`src/exm_settings.svh`:
```
`ifndef EXM_SETTINGS_SVH
`define EXM_SETTINGS_SVH

// Data path and address width
`define EXM_XLEN 32

// Destination register index width
`define EXM_REG_ADDRWIDTH 5

// Data RAM depth in words, addresses wrap
`define EXM_DMEM_WORDS 256

`endif
```
`src/exm_pkg.sv`:
```
`default_nettype none

package exm_pkg;

  typedef enum logic [3:0] {
    ADD      = 4'd0,
    SUB      = 4'd1,
    AND      = 4'd2,
    OR       = 4'd3,
    XOR      = 4'd4,
    SLL      = 4'd5,
    SRL      = 4'd6,
    SRA      = 4'd7,
    SLT      = 4'd8,
    SLTU     = 4'd9,
    PASS_IMM = 4'd10   // Result is the immediate
  } alu_op_e;

  typedef enum logic [2:0] {
    NONE = 3'd0,       // Not a memory op
    LW   = 3'd1,
    LH   = 3'd2,
    LHU  = 3'd3,
    LB   = 3'd4,
    LBU  = 3'd5,
    SW   = 3'd6,
    SB   = 3'd7
  } mem_op_e;

  typedef enum logic {
    RUN        = 1'b0,
    TRAP_DRAIN = 1'b1  // One dead cycle after a trap
  } ctrl_state_e;

endpackage

`default_nettype wire

```
`src/ex_mem_if.sv`:
```
`timescale 1ns/1ps
`default_nettype none

`include "exm_settings.svh"

interface ex_mem_if;

  logic                          valid;      // Live instruction in stage
  logic [`EXM_XLEN-1:0]          inst_addr;
  logic [`EXM_REG_ADDRWIDTH-1:0] rd_idx;
  logic [`EXM_XLEN-1:0]          alu_data;   // Result or effective address
  logic [`EXM_XLEN-1:0]          rs2_data;   // Store data
  exm_pkg::mem_op_e              mem_op;

  modport sender (
    output valid,
    output inst_addr,
    output rd_idx,
    output alu_data,
    output rs2_data,
    output mem_op
  );

  modport receiver (
    input valid,
    input inst_addr,
    input rd_idx,
    input alu_data,
    input rs2_data,
    input mem_op
  );

endinterface

`default_nettype wire

```
`src/ex_mem.sv`:
```
`timescale 1ns/1ps
`default_nettype none

`include "exm_settings.svh"

module ex_mem (
  input  wire        clk,
  input  wire        reset_i,
  input  wire        stall_i,
  input  wire        flush_i,
  ex_mem_if.receiver ex_i,
  ex_mem_if.sender   mem_o
);

  wire reg_wen = ~stall_i;
  wire reg_clr = reset_i | flush_i;   // Flush wins over stall

  logic                          valid_q;
  logic [`EXM_XLEN-1:0]          inst_addr_q;
  logic [`EXM_REG_ADDRWIDTH-1:0] rd_idx_q;
  logic [`EXM_XLEN-1:0]          alu_data_q;
  logic [`EXM_XLEN-1:0]          rs2_data_q;
  exm_pkg::mem_op_e              mem_op_q;

  always_ff @(posedge clk) begin
    if (reg_clr) begin
      valid_q <= 1'b0;
    end else if (reg_wen) begin
      valid_q <= ex_i.valid;
    end
  end

  always_ff @(posedge clk) begin
    if (reg_clr) begin
      inst_addr_q <= '0;
    end else if (reg_wen) begin
      inst_addr_q <= ex_i.inst_addr;
    end
  end

  always_ff @(posedge clk) begin
    if (reg_clr) begin
      rd_idx_q <= '0;
    end else if (reg_wen) begin
      rd_idx_q <= ex_i.rd_idx;
    end
  end

  always_ff @(posedge clk) begin
    if (reg_clr) begin
      alu_data_q <= '0;
    end else if (reg_wen) begin
      alu_data_q <= ex_i.alu_data;
    end
  end

  always_ff @(posedge clk) begin
    if (reg_clr) begin
      rs2_data_q <= '0;
    end else if (reg_wen) begin
      rs2_data_q <= ex_i.rs2_data;
    end
  end

  always_ff @(posedge clk) begin
    if (reg_clr) begin
      mem_op_q <= exm_pkg::NONE;
    end else if (reg_wen) begin
      mem_op_q <= ex_i.mem_op;
    end
  end

  assign mem_o.valid     = valid_q;
  assign mem_o.inst_addr = inst_addr_q;
  assign mem_o.rd_idx    = rd_idx_q;
  assign mem_o.alu_data  = alu_data_q;
  assign mem_o.rs2_data  = rs2_data_q;
  assign mem_o.mem_op    = mem_op_q;

endmodule

`default_nettype wire

```
`src/flat_wrapper.sv`:
```
// flat-port wrapper written by rule: the top's interface ports become plain ports
module ex_mem_flat 
  (clk, reset_i, stall_i, flush_i, ex_i_valid, ex_i_inst_addr, ex_i_rd_idx, ex_i_alu_data, ex_i_rs2_data, ex_i_mem_op, mem_o_valid, mem_o_inst_addr, mem_o_rd_idx, mem_o_alu_data, mem_o_rs2_data, mem_o_mem_op);
  ex_mem_if ex_i_i ();
  ex_mem_if mem_o_i ();
  input  wire clk;
  input  wire reset_i;
  input  wire stall_i;
  input  wire flush_i;
  input wire logic [$bits(ex_i_i.valid)-1:0] ex_i_valid;
  input wire logic [$bits(ex_i_i.inst_addr)-1:0] ex_i_inst_addr;
  input wire logic [$bits(ex_i_i.rd_idx)-1:0] ex_i_rd_idx;
  input wire logic [$bits(ex_i_i.alu_data)-1:0] ex_i_alu_data;
  input wire logic [$bits(ex_i_i.rs2_data)-1:0] ex_i_rs2_data;
  input wire logic [$bits(ex_i_i.mem_op)-1:0] ex_i_mem_op;
  output wire logic [$bits(mem_o_i.valid)-1:0] mem_o_valid;
  output wire logic [$bits(mem_o_i.inst_addr)-1:0] mem_o_inst_addr;
  output wire logic [$bits(mem_o_i.rd_idx)-1:0] mem_o_rd_idx;
  output wire logic [$bits(mem_o_i.alu_data)-1:0] mem_o_alu_data;
  output wire logic [$bits(mem_o_i.rs2_data)-1:0] mem_o_rs2_data;
  output wire logic [$bits(mem_o_i.mem_op)-1:0] mem_o_mem_op;
  assign ex_i_i.valid = ex_i_valid;
  assign ex_i_i.inst_addr = ex_i_inst_addr;
  assign ex_i_i.rd_idx = ex_i_rd_idx;
  assign ex_i_i.alu_data = ex_i_alu_data;
  assign ex_i_i.rs2_data = ex_i_rs2_data;
  assign ex_i_i.mem_op = ex_i_mem_op;
  assign mem_o_valid = mem_o_i.valid;
  assign mem_o_inst_addr = mem_o_i.inst_addr;
  assign mem_o_rd_idx = mem_o_i.rd_idx;
  assign mem_o_alu_data = mem_o_i.alu_data;
  assign mem_o_rs2_data = mem_o_i.rs2_data;
  assign mem_o_mem_op = mem_o_i.mem_op;
  ex_mem u_core (.clk(clk), .reset_i(reset_i), .stall_i(stall_i), .flush_i(flush_i), .ex_i(ex_i_i), .mem_o(mem_o_i));
endmodule
```
`config.mk`:
```
export PLATFORM = sky130hd
export DESIGN_NAME = ex_mem_flat
export DESIGN_NICKNAME = d
export VERILOG_FILES = /design/src/exm_pkg.sv /design/src/ex_mem_if.sv /design/src/ex_mem.sv /design/src/flat_wrapper.sv
export VERILOG_INCLUDE_DIRS = /design/src /design/src/src
export SDC_FILE = /design/constraint.sdc
export NUM_CORES = 1
export LEC_CHECK = 0
export BUFFER_PORTS_ARGS = -buffer_cell sky130_fd_sc_hd__buf_2
export CORE_MARGIN = 2
export CORE_UTILIZATION = 41
export CTS_BUF_LIST = sky130_fd_sc_hd__clkbuf_8
export DETAILED_ROUTE_END_ITERATION = 12
export GPL_TIMING_DRIVEN = 0
export PLACE_DENSITY = 0.78
export SLEW_MARGIN = 20
export SYNTH_ARGS = -nofsm -noshare
export SYNTH_HDL_FRONTEND = slang
export SYNTH_SLANG_ARGS = --single-unit
export TNS_END_PERCENT = 1
```
`constraint.sdc`:
```
create_clock -name clk -period 0.8 [get_ports clk]
set_input_delay 0.04 -clock clk [delete_from_list [all_inputs] [get_ports clk]]
set_output_delay 0.04 -clock clk [all_outputs]
set_load 0.01 [all_outputs]
```
Yosys cells after proc, flatten, opt, wreduce, memory -nomap -nowiden

Index checks and enable logic that the tools add are counted.
W data, S select, Z words.

Word-level logic and storage cells: 7
Flip-flop bits (word level): 105
Bits of input ports: 109

Bitwise operators: 1

Operators by type and width:

| cell         | count |
|---|---|
| $or A1 B1 Y1 | 1 |

Logic depth before layout (Yosys ltp)

Word-level depth: 1
Depth in mapped cells: 5

Least setup slack after synthesis

No wires, ideal clock.

Path kind: input to register
Start point: in stall_i
End point: reg u_core.alu_data_q[0] (netlist: u_core.mem_o.alu_data[0])
Arrival time: 0.699 ns
Stages: 5
Path buffers: 3
Data required time: 0.686 ns
Path slack: -0.014 ns
Setup time: 0.114 ns
Cells stage by stage: buf_2 -> buf_6 -> buf_6 -> mux2i_1 -> nor2_1

RTL lines:

| element                | RTL line          | text |
|---|---|---|
| start: declaration     | flat_wrapper.sv:8 | `input wire stall_i;` |
| end signal: assignment | ex_mem.sv:53      | `alu_data_q <= ex_i.alu_data;` |
| end: declaration       | ex_mem.sv:21      | `` logic [`EXM_XLEN-1:0] alu_data_q; `` |

Final worst setup path

Start point: reg u_core.rs2_data_q[15] (netlist: u_core.mem_o.rs2_data[15])
End point: out mem_o_rs2_data[15]

RTL lines:

| element                  | RTL line           | text |
|---|---|---|
| start: declaration       | ex_mem.sv:22       | `` logic [`EXM_XLEN-1:0] rs2_data_q; `` |
| start signal: assignment | ex_mem.sv:61       | `rs2_data_q <= ex_i.rs2_data;` |
| end: declaration         | flat_wrapper.sv:20 | `output wire logic [$bits(mem_o_i.rs2_data)-1:0] mem_o_rs2_data;` |

No word-level cell between the ends.

==> reports/metrics.yaml <==
num_rows: 34
cts_sinks: 105
ant_nets: 0
crit_chain: "buf_6"
start_util_pct: 42.5
finalNetCount: 778
cp-start-kind: "flip-flop"
intPower_mw: 8.42
critPathArrivalTime_ns: 0.83
cap_violations: 0
dr.pass1.iters: 4
gp_congestion: 0.756
via_per_inst: 4.98
area_delta_synth_final_pct: 87.3
chipWidth_um: 99.5
p_seq_share_pct: 50.1
yosysWarnings: 0
grt_first_pass_wirelength_mm: 21.7
ioPinCount: 214
hp-class: "in2reg"
layout_min_cycle_time_ns: 0.874
place_hpwl_mm: 7.17
drc: 0
power_frac_comb_pct: 17.3
grt_start_max_net_pins: 17
synth_fp_nets: 449
critical-path-slowest-cell: "dfxtp_4"
slew_headroom_pct: 66.4
grt_antenna_before_repair: 0
antenna_cells: 0
htreeDepth: 3
coreArea_mm2: 0.00881
pwr_density_cell_mw_per_mm2: 1590
postLayoutSetupSlackWorst_ns: -0.0743
fin_cells: 781
gr-total-overflow: 0
avgSynthCellArea_um2: 11.0
crit_required_ns: 0.76
rsz0062_at_grt: "true"
dp_cells: 660
setup_viol: 106
yosysSeqAreaShare_pct: 56.2
fillerInstances: 469
seqCellArea_mm2: 0.00224
skew_ns: 0
worst-path-buf-inv: 1
drtIter0Drc: 99
min_period_over_period_pct: 109
hold_viol: 0
io_buffers: 212
drive_gt1_share_pct: 52.2
multi_input_area_mm2: 0.00145
via_count: 3892
ys_ff_latch: 105
pre_cts_ws_ns: -0.248
switching_share_pct: 24.2
avgRoutedWirePerCell_um: 17.9
clock_latency_ns: 0.34
cp_max_fo: 2
worstSetupPathType: "reg2out"
cts_tree: "yes"
p_leak_nw: 3.39
die_y_um: 99.5
outcome: "finished with violations"
worst_pin_slew_ns: 0.504
syn_area_mm2: 0.00374
end_kind: "output pin"
grt_use_total_pct: 27.7
path_clk_slew_ns: 0.10
cp_top_family: "flip-flops"
crit_path_max_incr_delay_ns: 0.37
die_area_mm2: 0.00991
clockBufferDepth: 2
clockRootBuffer: "clkbuf_8"
pwr-share-clk_pct: 32.6
switchingPower_mw: 2.69
max-vdd-ir-drop_mv: 1.05
drt-total-wl_mm: 14.0
grt_pass1_vias: 4321
slew_viol_final: 0
fmax_mhz: 1140
failed_checks: "setup timing"
cts_buffers: 9
synthCells: 340
p_total_mw: 11.1
synth.distinct_cells: 7
## routing by layer
metal	vias up	global-route usage (%)	share of wire, %
met5	-	0	0
met2	216	52.9	53
met1	1857	28.2	36
li1	1781	-	-
met4	0	9.80	3.0
met3	38	8.64	7.6
## placed cells by master (no fill, tap or decap), drive strengths merged
master,count
clkinv,2
nor2,105
clkbuf,15
dfxtp,105
bufinv,2
inv,1
dlygate4sd3,105
buf,232
mux2i,105
or2,1
## sequential cells by signal, summed over array words and instances, names as in the netlist
signal	cells
u_core.mem_o.inst_addr	32
u_core.mem_o.rs2_data	32
u_core.mem_o.alu_data	32
u_core.mem_o.rd_idx	5
u_core.mem_o.valid	1
u_core.mem_o.mem_op	3
## cell type report
cell class                      instances  share of cell area (%)
Timing Repair Buffer                  318                    39.7
Sequential cell                       105                    31.9
Multi-Input combinational cell        211                    20.7
Buffer                                 24                    2.69
Clock buffer                           10                    1.96
Tap cell                              108                    1.93
Clock inverter                          5                    1.16
## metrics by stage
step | hold slack, ns | area, µm² | setup TNS, ns | utilization (%)
2_1_floorplan | 0.184 | 3740 | -0.681 | -
3_3_place_gp | 0.267 | 4940 | -17.01 | 56.1
3_5_place_dp | 0.280 | 4940 | -18.87 | 56.1
4_1_cts | 0.250 | 7000 | -5.52 | 79.5
5_1_grt | 0.270 | 7010 | -8.47 | 79.6
6_report | 0.269 | 7010 | -4.20 | 79.6
## Yosys cell counts
master	number	area share (%)
dfxtp_1	105	56
mux2i_1	105	28
nor2_1	105	11
buf_6	12	3.6
buf_2	7	0.94
clkbuf_1	5	0.50
or2_1	1	0.17
## what timing repair did
| item | 4_1_cts | 5_1_grt |
|---|---|---|
| hold endpoints to repair | 105 | 0 |
| hold buffers | 105 | 0 |
| endpoints found under the setup margin | 105 | 106 |
| gates resized for setup | 210 | 2 |
| cloned | 0 | 0 |
| setup buffers | 1 | 0 |
## power by group through the flow
| stage | Combinational [mW] | Clock (mW) | Sequential (mW) |
|---|---|---|---|
| 6_report | 1.92 | 3.62 | 5.57 |
| 5_1_grt | 2.03 | 3.92 | 5.59 |
| 3_5_place_dp | 1.23 | 0 | 5.60 |
| 4_1_cts | 1.82 | 3.69 | 5.55 |
| 2_1_floorplan | 0.601 | 0 | 5.68 |
| 3_3_place_gp | 1.20 | 0 | 5.59 |
## worst paths after layout
path / end / slack (ns) / startpoint / cells past startpoint
max: mem_o_rs2_data[15] / -0.07 / u_core.mem_o.rs2_data[15] / 1
min: u_core.mem_o.mem_op[2] / 0.27 / stall_i / 4
max reg2reg: u_core.mem_o.rs2_data[6] / 0.02 / u_core.mem_o.rs2_data[6] / 3
min reg2reg: u_core.mem_o.rd_idx[3] / 0.51 / u_core.mem_o.rd_idx[3] / 2
## cells by family after synthesis
family / count (synthesis) / synth area share [%]
buffers and inverters: 24 / 5.05
multiplexers: 105 / 28.1
flip-flops: 105 / 56.2
AND/OR/NAND/NOR: 106 / 10.7
Note: power is estimated with default switching activity, not from simulation.
