### src/exm_settings.svh
`ifndef EXM_SETTINGS_SVH
`define EXM_SETTINGS_SVH

// Data path and address width
`define EXM_XLEN 32

// Destination register index width
`define EXM_REG_ADDRWIDTH 5

// Data RAM depth in words, addresses wrap
`define EXM_DMEM_WORDS 256

`endif
### src/exm_pkg.sv
`default_nettype none

package exm_pkg;

  typedef enum logic [3:0] {
    ADD      = 4'd0,
    SUB      = 4'd1,
    AND      = 4'd2,
    OR       = 4'd3,
    XOR      = 4'd4,
    SLL      = 4'd5,
    SRL      = 4'd6,
    SRA      = 4'd7,
    SLT      = 4'd8,
    SLTU     = 4'd9,
    PASS_IMM = 4'd10   // Result is the immediate
  } alu_op_e;

  typedef enum logic [2:0] {
    NONE = 3'd0,       // Not a memory op
    LW   = 3'd1,
    LH   = 3'd2,
    LHU  = 3'd3,
    LB   = 3'd4,
    LBU  = 3'd5,
    SW   = 3'd6,
    SB   = 3'd7
  } mem_op_e;

  typedef enum logic {
    RUN        = 1'b0,
    TRAP_DRAIN = 1'b1  // One dead cycle after a trap
  } ctrl_state_e;

endpackage

`default_nettype wire

### src/ex_mem_if.sv
`timescale 1ns/1ps
`default_nettype none

`include "exm_settings.svh"

interface ex_mem_if;

  logic                          valid;      // Live instruction in stage
  logic [`EXM_XLEN-1:0]          inst_addr;
  logic [`EXM_REG_ADDRWIDTH-1:0] rd_idx;
  logic [`EXM_XLEN-1:0]          alu_data;   // Result or effective address
  logic [`EXM_XLEN-1:0]          rs2_data;   // Store data
  exm_pkg::mem_op_e              mem_op;

  modport sender (
    output valid,
    output inst_addr,
    output rd_idx,
    output alu_data,
    output rs2_data,
    output mem_op
  );

  modport receiver (
    input valid,
    input inst_addr,
    input rd_idx,
    input alu_data,
    input rs2_data,
    input mem_op
  );

endinterface

`default_nettype wire

### src/ex_alu.sv
`timescale 1ns/1ps
`default_nettype none

`include "exm_settings.svh"

module ex_alu (
  input  wire                          issue_valid_i,
  input  exm_pkg::alu_op_e             alu_op_i,
  input  exm_pkg::mem_op_e             mem_op_i,
  input  wire [`EXM_REG_ADDRWIDTH-1:0] rd_idx_i,
  input  wire [`EXM_XLEN-1:0]          rs1_data_i,
  input  wire [`EXM_XLEN-1:0]          rs2_data_i,
  input  wire [`EXM_XLEN-1:0]          imm_data_i,
  input  wire [`EXM_XLEN-1:0]          inst_addr_i,
  ex_mem_if.sender                     ex_o
);

  localparam int SHW = $clog2(`EXM_XLEN);

  logic [`EXM_XLEN-1:0] op_b;
  logic [SHW-1:0]       shamt;
  logic [`EXM_XLEN-1:0] alu_res;
  logic                 is_mem;

  assign is_mem = (mem_op_i != exm_pkg::NONE);
  assign op_b   = (alu_op_i == exm_pkg::PASS_IMM) ? imm_data_i : rs2_data_i;
  assign shamt  = op_b[SHW-1:0];

  always_comb begin
    case (alu_op_i)
      exm_pkg::ADD:      alu_res = rs1_data_i + op_b;
      exm_pkg::SUB:      alu_res = rs1_data_i - op_b;
      exm_pkg::AND:      alu_res = rs1_data_i & op_b;
      exm_pkg::OR:       alu_res = rs1_data_i | op_b;
      exm_pkg::XOR:      alu_res = rs1_data_i ^ op_b;
      exm_pkg::SLL:      alu_res = rs1_data_i << shamt;
      exm_pkg::SRL:      alu_res = rs1_data_i >> shamt;
      exm_pkg::SRA:      alu_res = $signed(rs1_data_i) >>> shamt;
      exm_pkg::SLT: begin
        alu_res = {{(`EXM_XLEN-1){1'b0}}, ($signed(rs1_data_i) < $signed(op_b))};
      end
      exm_pkg::SLTU: begin
        alu_res = {{(`EXM_XLEN-1){1'b0}}, (rs1_data_i < op_b)};
      end
      exm_pkg::PASS_IMM: alu_res = op_b;
      default:           alu_res = '0;   // Unused encodings
    endcase
  end

  assign ex_o.valid     = issue_valid_i;
  assign ex_o.inst_addr = inst_addr_i;
  assign ex_o.rd_idx    = rd_idx_i;
  assign ex_o.alu_data  = is_mem ? (rs1_data_i + imm_data_i) : alu_res;  // EA for loads/stores
  assign ex_o.rs2_data  = rs2_data_i;
  assign ex_o.mem_op    = issue_valid_i ? mem_op_i : exm_pkg::NONE;

endmodule

`default_nettype wire

### src/flat_wrapper.sv
// flat-port wrapper written by rule: the top's interface ports become plain ports
module ex_alu_flat 
  (issue_valid_i, alu_op_i, mem_op_i, rd_idx_i, rs1_data_i, rs2_data_i, imm_data_i, inst_addr_i, ex_o_valid, ex_o_inst_addr, ex_o_rd_idx, ex_o_alu_data, ex_o_rs2_data, ex_o_mem_op);
  ex_mem_if ex_o_i ();
  input  wire issue_valid_i;
  input  exm_pkg::alu_op_e alu_op_i;
  input  exm_pkg::mem_op_e mem_op_i;
  input  wire [`EXM_REG_ADDRWIDTH-1:0] rd_idx_i;
  input  wire [`EXM_XLEN-1:0] rs1_data_i;
  input  wire [`EXM_XLEN-1:0] rs2_data_i;
  input  wire [`EXM_XLEN-1:0] imm_data_i;
  input  wire [`EXM_XLEN-1:0] inst_addr_i;
  output wire logic [$bits(ex_o_i.valid)-1:0] ex_o_valid;
  output wire logic [$bits(ex_o_i.inst_addr)-1:0] ex_o_inst_addr;
  output wire logic [$bits(ex_o_i.rd_idx)-1:0] ex_o_rd_idx;
  output wire logic [$bits(ex_o_i.alu_data)-1:0] ex_o_alu_data;
  output wire logic [$bits(ex_o_i.rs2_data)-1:0] ex_o_rs2_data;
  output wire logic [$bits(ex_o_i.mem_op)-1:0] ex_o_mem_op;
  assign ex_o_valid = ex_o_i.valid;
  assign ex_o_inst_addr = ex_o_i.inst_addr;
  assign ex_o_rd_idx = ex_o_i.rd_idx;
  assign ex_o_alu_data = ex_o_i.alu_data;
  assign ex_o_rs2_data = ex_o_i.rs2_data;
  assign ex_o_mem_op = ex_o_i.mem_op;
  ex_alu u_core (.issue_valid_i(issue_valid_i), .alu_op_i(alu_op_i), .mem_op_i(mem_op_i), .rd_idx_i(rd_idx_i), .rs1_data_i(rs1_data_i), .rs2_data_i(rs2_data_i), .imm_data_i(imm_data_i), .inst_addr_i(inst_addr_i), .ex_o(ex_o_i));
endmodule
### config.mk
export PLATFORM = sky130hd
export DESIGN_NAME = ex_alu_flat
export DESIGN_NICKNAME = d
export VERILOG_FILES = /design/src/exm_pkg.sv /design/src/ex_mem_if.sv /design/src/ex_alu.sv /design/src/flat_wrapper.sv
export VERILOG_INCLUDE_DIRS = /design/src /design/src/src
export SDC_FILE = /design/constraint.sdc
export NUM_CORES = 1
export LEC_CHECK = 0
export ABC_AREA = 1
export BUFFER_PORTS_ARGS = -buffer_cell sky130_fd_sc_hd__buf_2
export CORE_UTILIZATION = 35
export DETAILED_ROUTE_END_ITERATION = 7
export PLACE_DENSITY_LB_ADDON = 0.3
export SLEW_MARGIN = 20
export SYNTH_ARGS = -nofsm -noshare
export SYNTH_HDL_FRONTEND = slang
export SYNTH_SLANG_ARGS = --single-unit
### constraint.sdc
create_clock -name vclk -period 5.2
set_clock_uncertainty 0.15 [all_clocks]
set_input_delay 1.04 -clock vclk [all_inputs]
set_output_delay 1.04 -clock vclk [all_outputs]
set_load 0.05 [all_outputs]
* After elaboration in Yosys (flattened, before gate mapping)
Cells that the tools add are included.
** Word-level totals
- Flip-flop bits (word level) :: 0
- Bits in latches :: 0
- RAM bits :: 0
- ROM bits :: 0
- Input bits :: 141
- Output and inout port bits :: 105
- Word-level logic and storage cells :: 27
- Memories kept :: 0
** Operators by class
- Add/subtract/negate cells :: 3
- Multipliers :: 0
- Divide/modulo/power cells :: 0
- Magnitude comparators :: 2
- Equal/unequal tests :: 10
- Shift-type cells :: 3
- Mux-type cells :: 4
- Bitwise operators :: 3
- Reductions and logical operators :: 2
** Operator list (number)
- case mux 32 bit (11 select lines) :: 1
- adder 32 bit :: 2
- less-than comparator 32 bit :: 2
- 2-to-1 mux 32 bit :: 2
- bitwise AND 32 bit :: 1
- bitwise OR 32 bit :: 1
- left shift 32 x 5 -> 32 bit :: 1
- right shift 32 x 5 -> 32 bit :: 1
- >>> shifter 32 x 5 -> 32 bit :: 1
- subtractor 32 bit :: 1
- bitwise XOR 32 bit :: 1
- == test 4 x 3 -> 1 bit, second input constant :: 4
- == test 4 bit, second input constant :: 3
- == test 4 x 2 -> 1 bit, second input constant :: 2
- == test 4 x 1 -> 1 bit, second input constant :: 1
- logical NOT 4 bit :: 1
- 2-to-1 mux 3 bit :: 1
- nonzero test 3 bit :: 1

* Logic depth before layout (Yosys ltp)
- Depth in word-level cells :: 5
- Gate-level depth with buffers :: 27
- Depth with buffers taken out :: 25

* Worst setup path before layout
No wires, ideal clock.
- Path type :: input to output
- Start point :: input alu_op_i[0]
- End point :: output ex_o_alu_data[26]
- Arrival time :: 3942 ps
- Required time :: 4010 ps
- Setup slack :: 68 ps
- Stages :: 23
- Path buffers :: 3
- Path through :: inv_1 > nand2_2 > nor2_4 > buf_6 > clkbuf_1 > nand2_1 > inv_1 > a21oi_1 > ha_1 > clkbuf_1 > inv_1 > a21oi_1 > o21a_1 > nor2_1 > nor2_1 > nor2_1 > a211oi_1 > nand2_1 > nand2_1 > nand3_1 > nand2_1 > nand2_1 > nand2_1
** On the way
- Longest elaborated chain between the ends :: 5
- Elaborated cells between the ends (all ways) :: 22
- Classes of those cells :: 2 x add/sub; 10 x eq/ne; 3 x shift; 3 x mux; 3 x bitwise; 1 x reduce/logical
** RTL lines
- start, declared :: RTL line flat_wrapper.sv:6 : input exm_pkg::alu_op_e alu_op_i;
- == test 4 bit :: RTL line ex_alu.sv:26, ex_alu.sv:30
- 2-to-1 mux 32 bit :: RTL line ex_alu.sv:26 : assign op_b = (alu_op_i == exm_pkg::PASS_IMM) ? imm_data_i : rs2_data_i;
- subtractor 32 bit (tied with other cells) :: RTL line ex_alu.sv:32 : exm_pkg::SUB: alu_res = rs1_data_i - op_b;
- case mux 32 bit (11 select lines) (*) :: RTL line ex_alu.sv:30 : case (alu_op_i)
- 2-to-1 mux 32 bit (*) :: RTL line ex_alu.sv:53 : assign ex_o.alu_data = is_mem ? (rs1_data_i + imm_data_i) : alu_res;
- end, declared :: RTL line flat_wrapper.sv:16 : output wire logic [$bits(ex_o_i.alu_data)-1:0] ex_o_alu_data;
Every way passes the cells marked *; elsewhere a longest branch is shown, timed or not.

* Worst setup path in the final report
- Start point :: input alu_op_i[0]
- End point :: output ex_o_alu_data[16]
Same word-level chain as after synthesis.

==> impl_metrics.json <==
{
  "design_area_um2": 18400,
  "num-clock-buffers": 0,
  "seqCellArea_um2": 0,
  "design.seq.count": 0,
  "cap_violations": 0,
  "synth.yosys.seq_area_share_pct": 0,
  "nFillCells": 3780,
  "rsz0062_at_grt": "true",
  "fmax_mhz": 190,
  "grt_use_met3_pct": 4.33,
  "drv_slew": 0,
  "drt_iter0_markers": 2313,
  "nNetsFinal": 3217,
  "cp-start-kind": "input port",
  "syn_to_final_growth_pct": 46.6,
  "grt_pass1_wl_mm": 103,
  "drt-pass1-iter-count": 8,
  "met1_usage_pct": 50.1,
  "layout-drive-gt1-share_pct": 31.4,
  "dp_hpwl_mm": 58.7,
  "synth_nets": 2761,
  "postRouteAntennaNets": 0,
  "die_h_um": 191,
  "cp_max_fo": 9,
  "setup_viol": 9,
  "grtUsageTotal_pct": 37.4,
  "worst_pin_slew_ns": 0.955,
  "hold_class": "input port to output port",
  "routabilityCongestion": 1.08,
  "criticalPathCategory": "input port to output port",
  "wl_mm": 73.4,
  "antenna_found_initial": 1,
  "startpoint": "alu_op_i[0]",
  "synth_area_um2": 12500,
  "cp.required_ns": 4.01,
  "outcome": "finished, violations left",
  "relSlewSlack_pct": 36.3,
  "avgRoutedWirePerCell_um": 21.6,
  "port_buffers": 172,
  "start_util_pct": 35.9,
  "crit_arrival_ns": 4.06,
  "post-route-min-period_ns": 5.25,
  "dieArea_um2": 36500,
  "fin_setup_tns_ns": -0.255,
  "violations": "setup timing",
  "hold_depth": 0,
  "end_kind": "output port",
  "yosys_warnings": 0,
  "post-route-period-util_pct": 101,
  "grt.overflow.total": 0,
  "worstHoldStart": "inst_addr_i[9]",
  "synthDistinctLibCells": 50,
  "fp-row-count": 68,
  "io_pins": 246,
  "die_w_um": 191,
  "hold_end": "ex_o_inst_addr[9]",
  "postSynthCellCount": 2490,
  "drc": 0,
  "vias": 19500,
  "avgSynthCellArea_um2": 5.03,
  "grt_max_degree": 49,
  "grt_use_met2_pct": 62.7,
  "viasPerCell": 5.74,
  "post_dp_cell_area_um2": 16200,
  "hold_slack_ns": 1.93,
  "coreArea_um2": 34900,
  "hold_viol_final": 0,
  "finalWorstSetupSlack_ns": -0.0530,
  "top_usage_layer": "met2",
  "grt_pass1_vias": 17500
}
[worst max-delay path: stages]
cell	delay (ns)
buf_8	0.11
inv_4	0.05
nand2_4	0.05
nor2_4	0.21
buf_12	0.18
nand2_1	0.07
inv_1	0.07
a21oi_2	0.06
ha_4	0.30
buf_4	0.16
nand2_1	0.11
buf_4	0.14
nor2_1	0.10
inv_1	0.11
nor3_4	0.19
a21oi_4	0.11
buf_4	0.15
o21ai_1	0.12
a21o_1	0.10
nand4_1	0.24
nand2_1	0.16
nand2_1	0.07
buf_6	0.15
[stage by stage]
step | instances | setup slack [ns] | util (%)
floorplan | 2490 | 0.0678 | -
global placement | 3360 | -0.772 | 46.4
detailed placement | 3360 | -0.764 | 46.4
CTS | 3372 | -0.0594 | 48.7
global route | 3401 | -0.173 | 52.6
finish | 3402 | -0.0530 | 52.6
[kinds of logic after synthesis]
family / synth area share, %
xor+xnor: 0.420
simple gates: 47.3
compound gates: 21.7
fa+ha+maj: 13.1
buf+inv: 17.5
[layout by cell type, fill, tap and decap left out, drive strengths merged, types with 8 or more instances in the layout]
| master | netlist | routed |
|---|---|---|
| nand4 | 23 | 23 |
| ha | 128 | 128 |
| or2 | 10 | 10 |
| nor3 | 35 | 35 |
| o22ai | 13 | 13 |
| a31oi | 8 | 8 |
| o21ai | 162 | 162 |
| nand2 | 714 | 717 |
| inv | 313 | 312 |
| nor2 | 206 | 206 |
| o211ai | 23 | 23 |
| a21oi | 197 | 197 |
| o21a | 11 | 11 |
| buf | 119 | 615 |
| o21bai | 13 | 13 |
| a211oi | 8 | 8 |
| a221oi | 11 | 11 |
| clkbuf | 55 | 10 |
| nand3 | 389 | 389 |
[Yosys cell counts, types with 11 or more instances]
| library cell | count | area [µm²] |
|---|---|---|
| o22ai_1 | 13 | 81.3 |
| o21ai_1 | 16 | 80.1 |
| o21bai_1 | 13 | 97.6 |
| o21ai_0 | 146 | 731 |
| o211ai_1 | 22 | 165 |
| clkbuf_1 | 55 | 206 |
| nand4_1 | 23 | 144 |
| nand2_2 | 11 | 68.8 |
| a21oi_1 | 196 | 981 |
| inv_1 | 305 | 1140 |
| nand3_1 | 388 | 1940 |
| buf_2 | 33 | 165 |
| ha_1 | 128 | 1600 |
| nor2_1 | 202 | 758 |
| buf_4 | 78 | 586 |
| nand2_1 | 702 | 2640 |
| o21a_1 | 11 | 82.6 |
| nor3_1 | 34 | 170 |
| a221oi_1 | 11 | 96.3 |
[cell type report]
cell class / count / area (µm²) / area share (%)
well taps: 455 / 569 / 3.10
multi-input cells: 2005 / 11700 / 63.8
diodes: 3 / 7.51 / 0.0409
repair buffers: 625 / 4880 / 26.6
inverters: 314 / 1190 / 6.47
[what timing repair did]
action / CTS / global route
cloned: 4 / 8
pin swaps: 34 / 39
hold buffers: 0 / 0
setup buffers: 8 / 19
resized for setup: 179 / 266
endpoints found under the setup margin: 26 / 32
[how the worst max path moves through the flow]
| stage | slack, ns | depth (start not counted) | end |
|---|---|---|---|
| CTS | -0.06 | 25 | ex_o_alu_data[26] |
| detailed placement | -0.76 | 20 | ex_o_alu_data[25] |
| global route | -0.17 | 23 | ex_o_alu_data[25] |
| finish | -0.05 | 23 | ex_o_alu_data[16] |
| global placement | -0.77 | 20 | ex_o_alu_data[25] |
| floorplan | 0.07 | 23 | ex_o_alu_data[26] |
[metal layers]
| layer | wire (µm) | up-vias |
|---|---|---|
| li1 | - | 9120 |
| met1 | 30400 | 9059 |
| met2 | 32900 | 1146 |
| met3 | 6910 | 201 |
| met4 | 3190 | 0 |
| met5 | 0 | - |
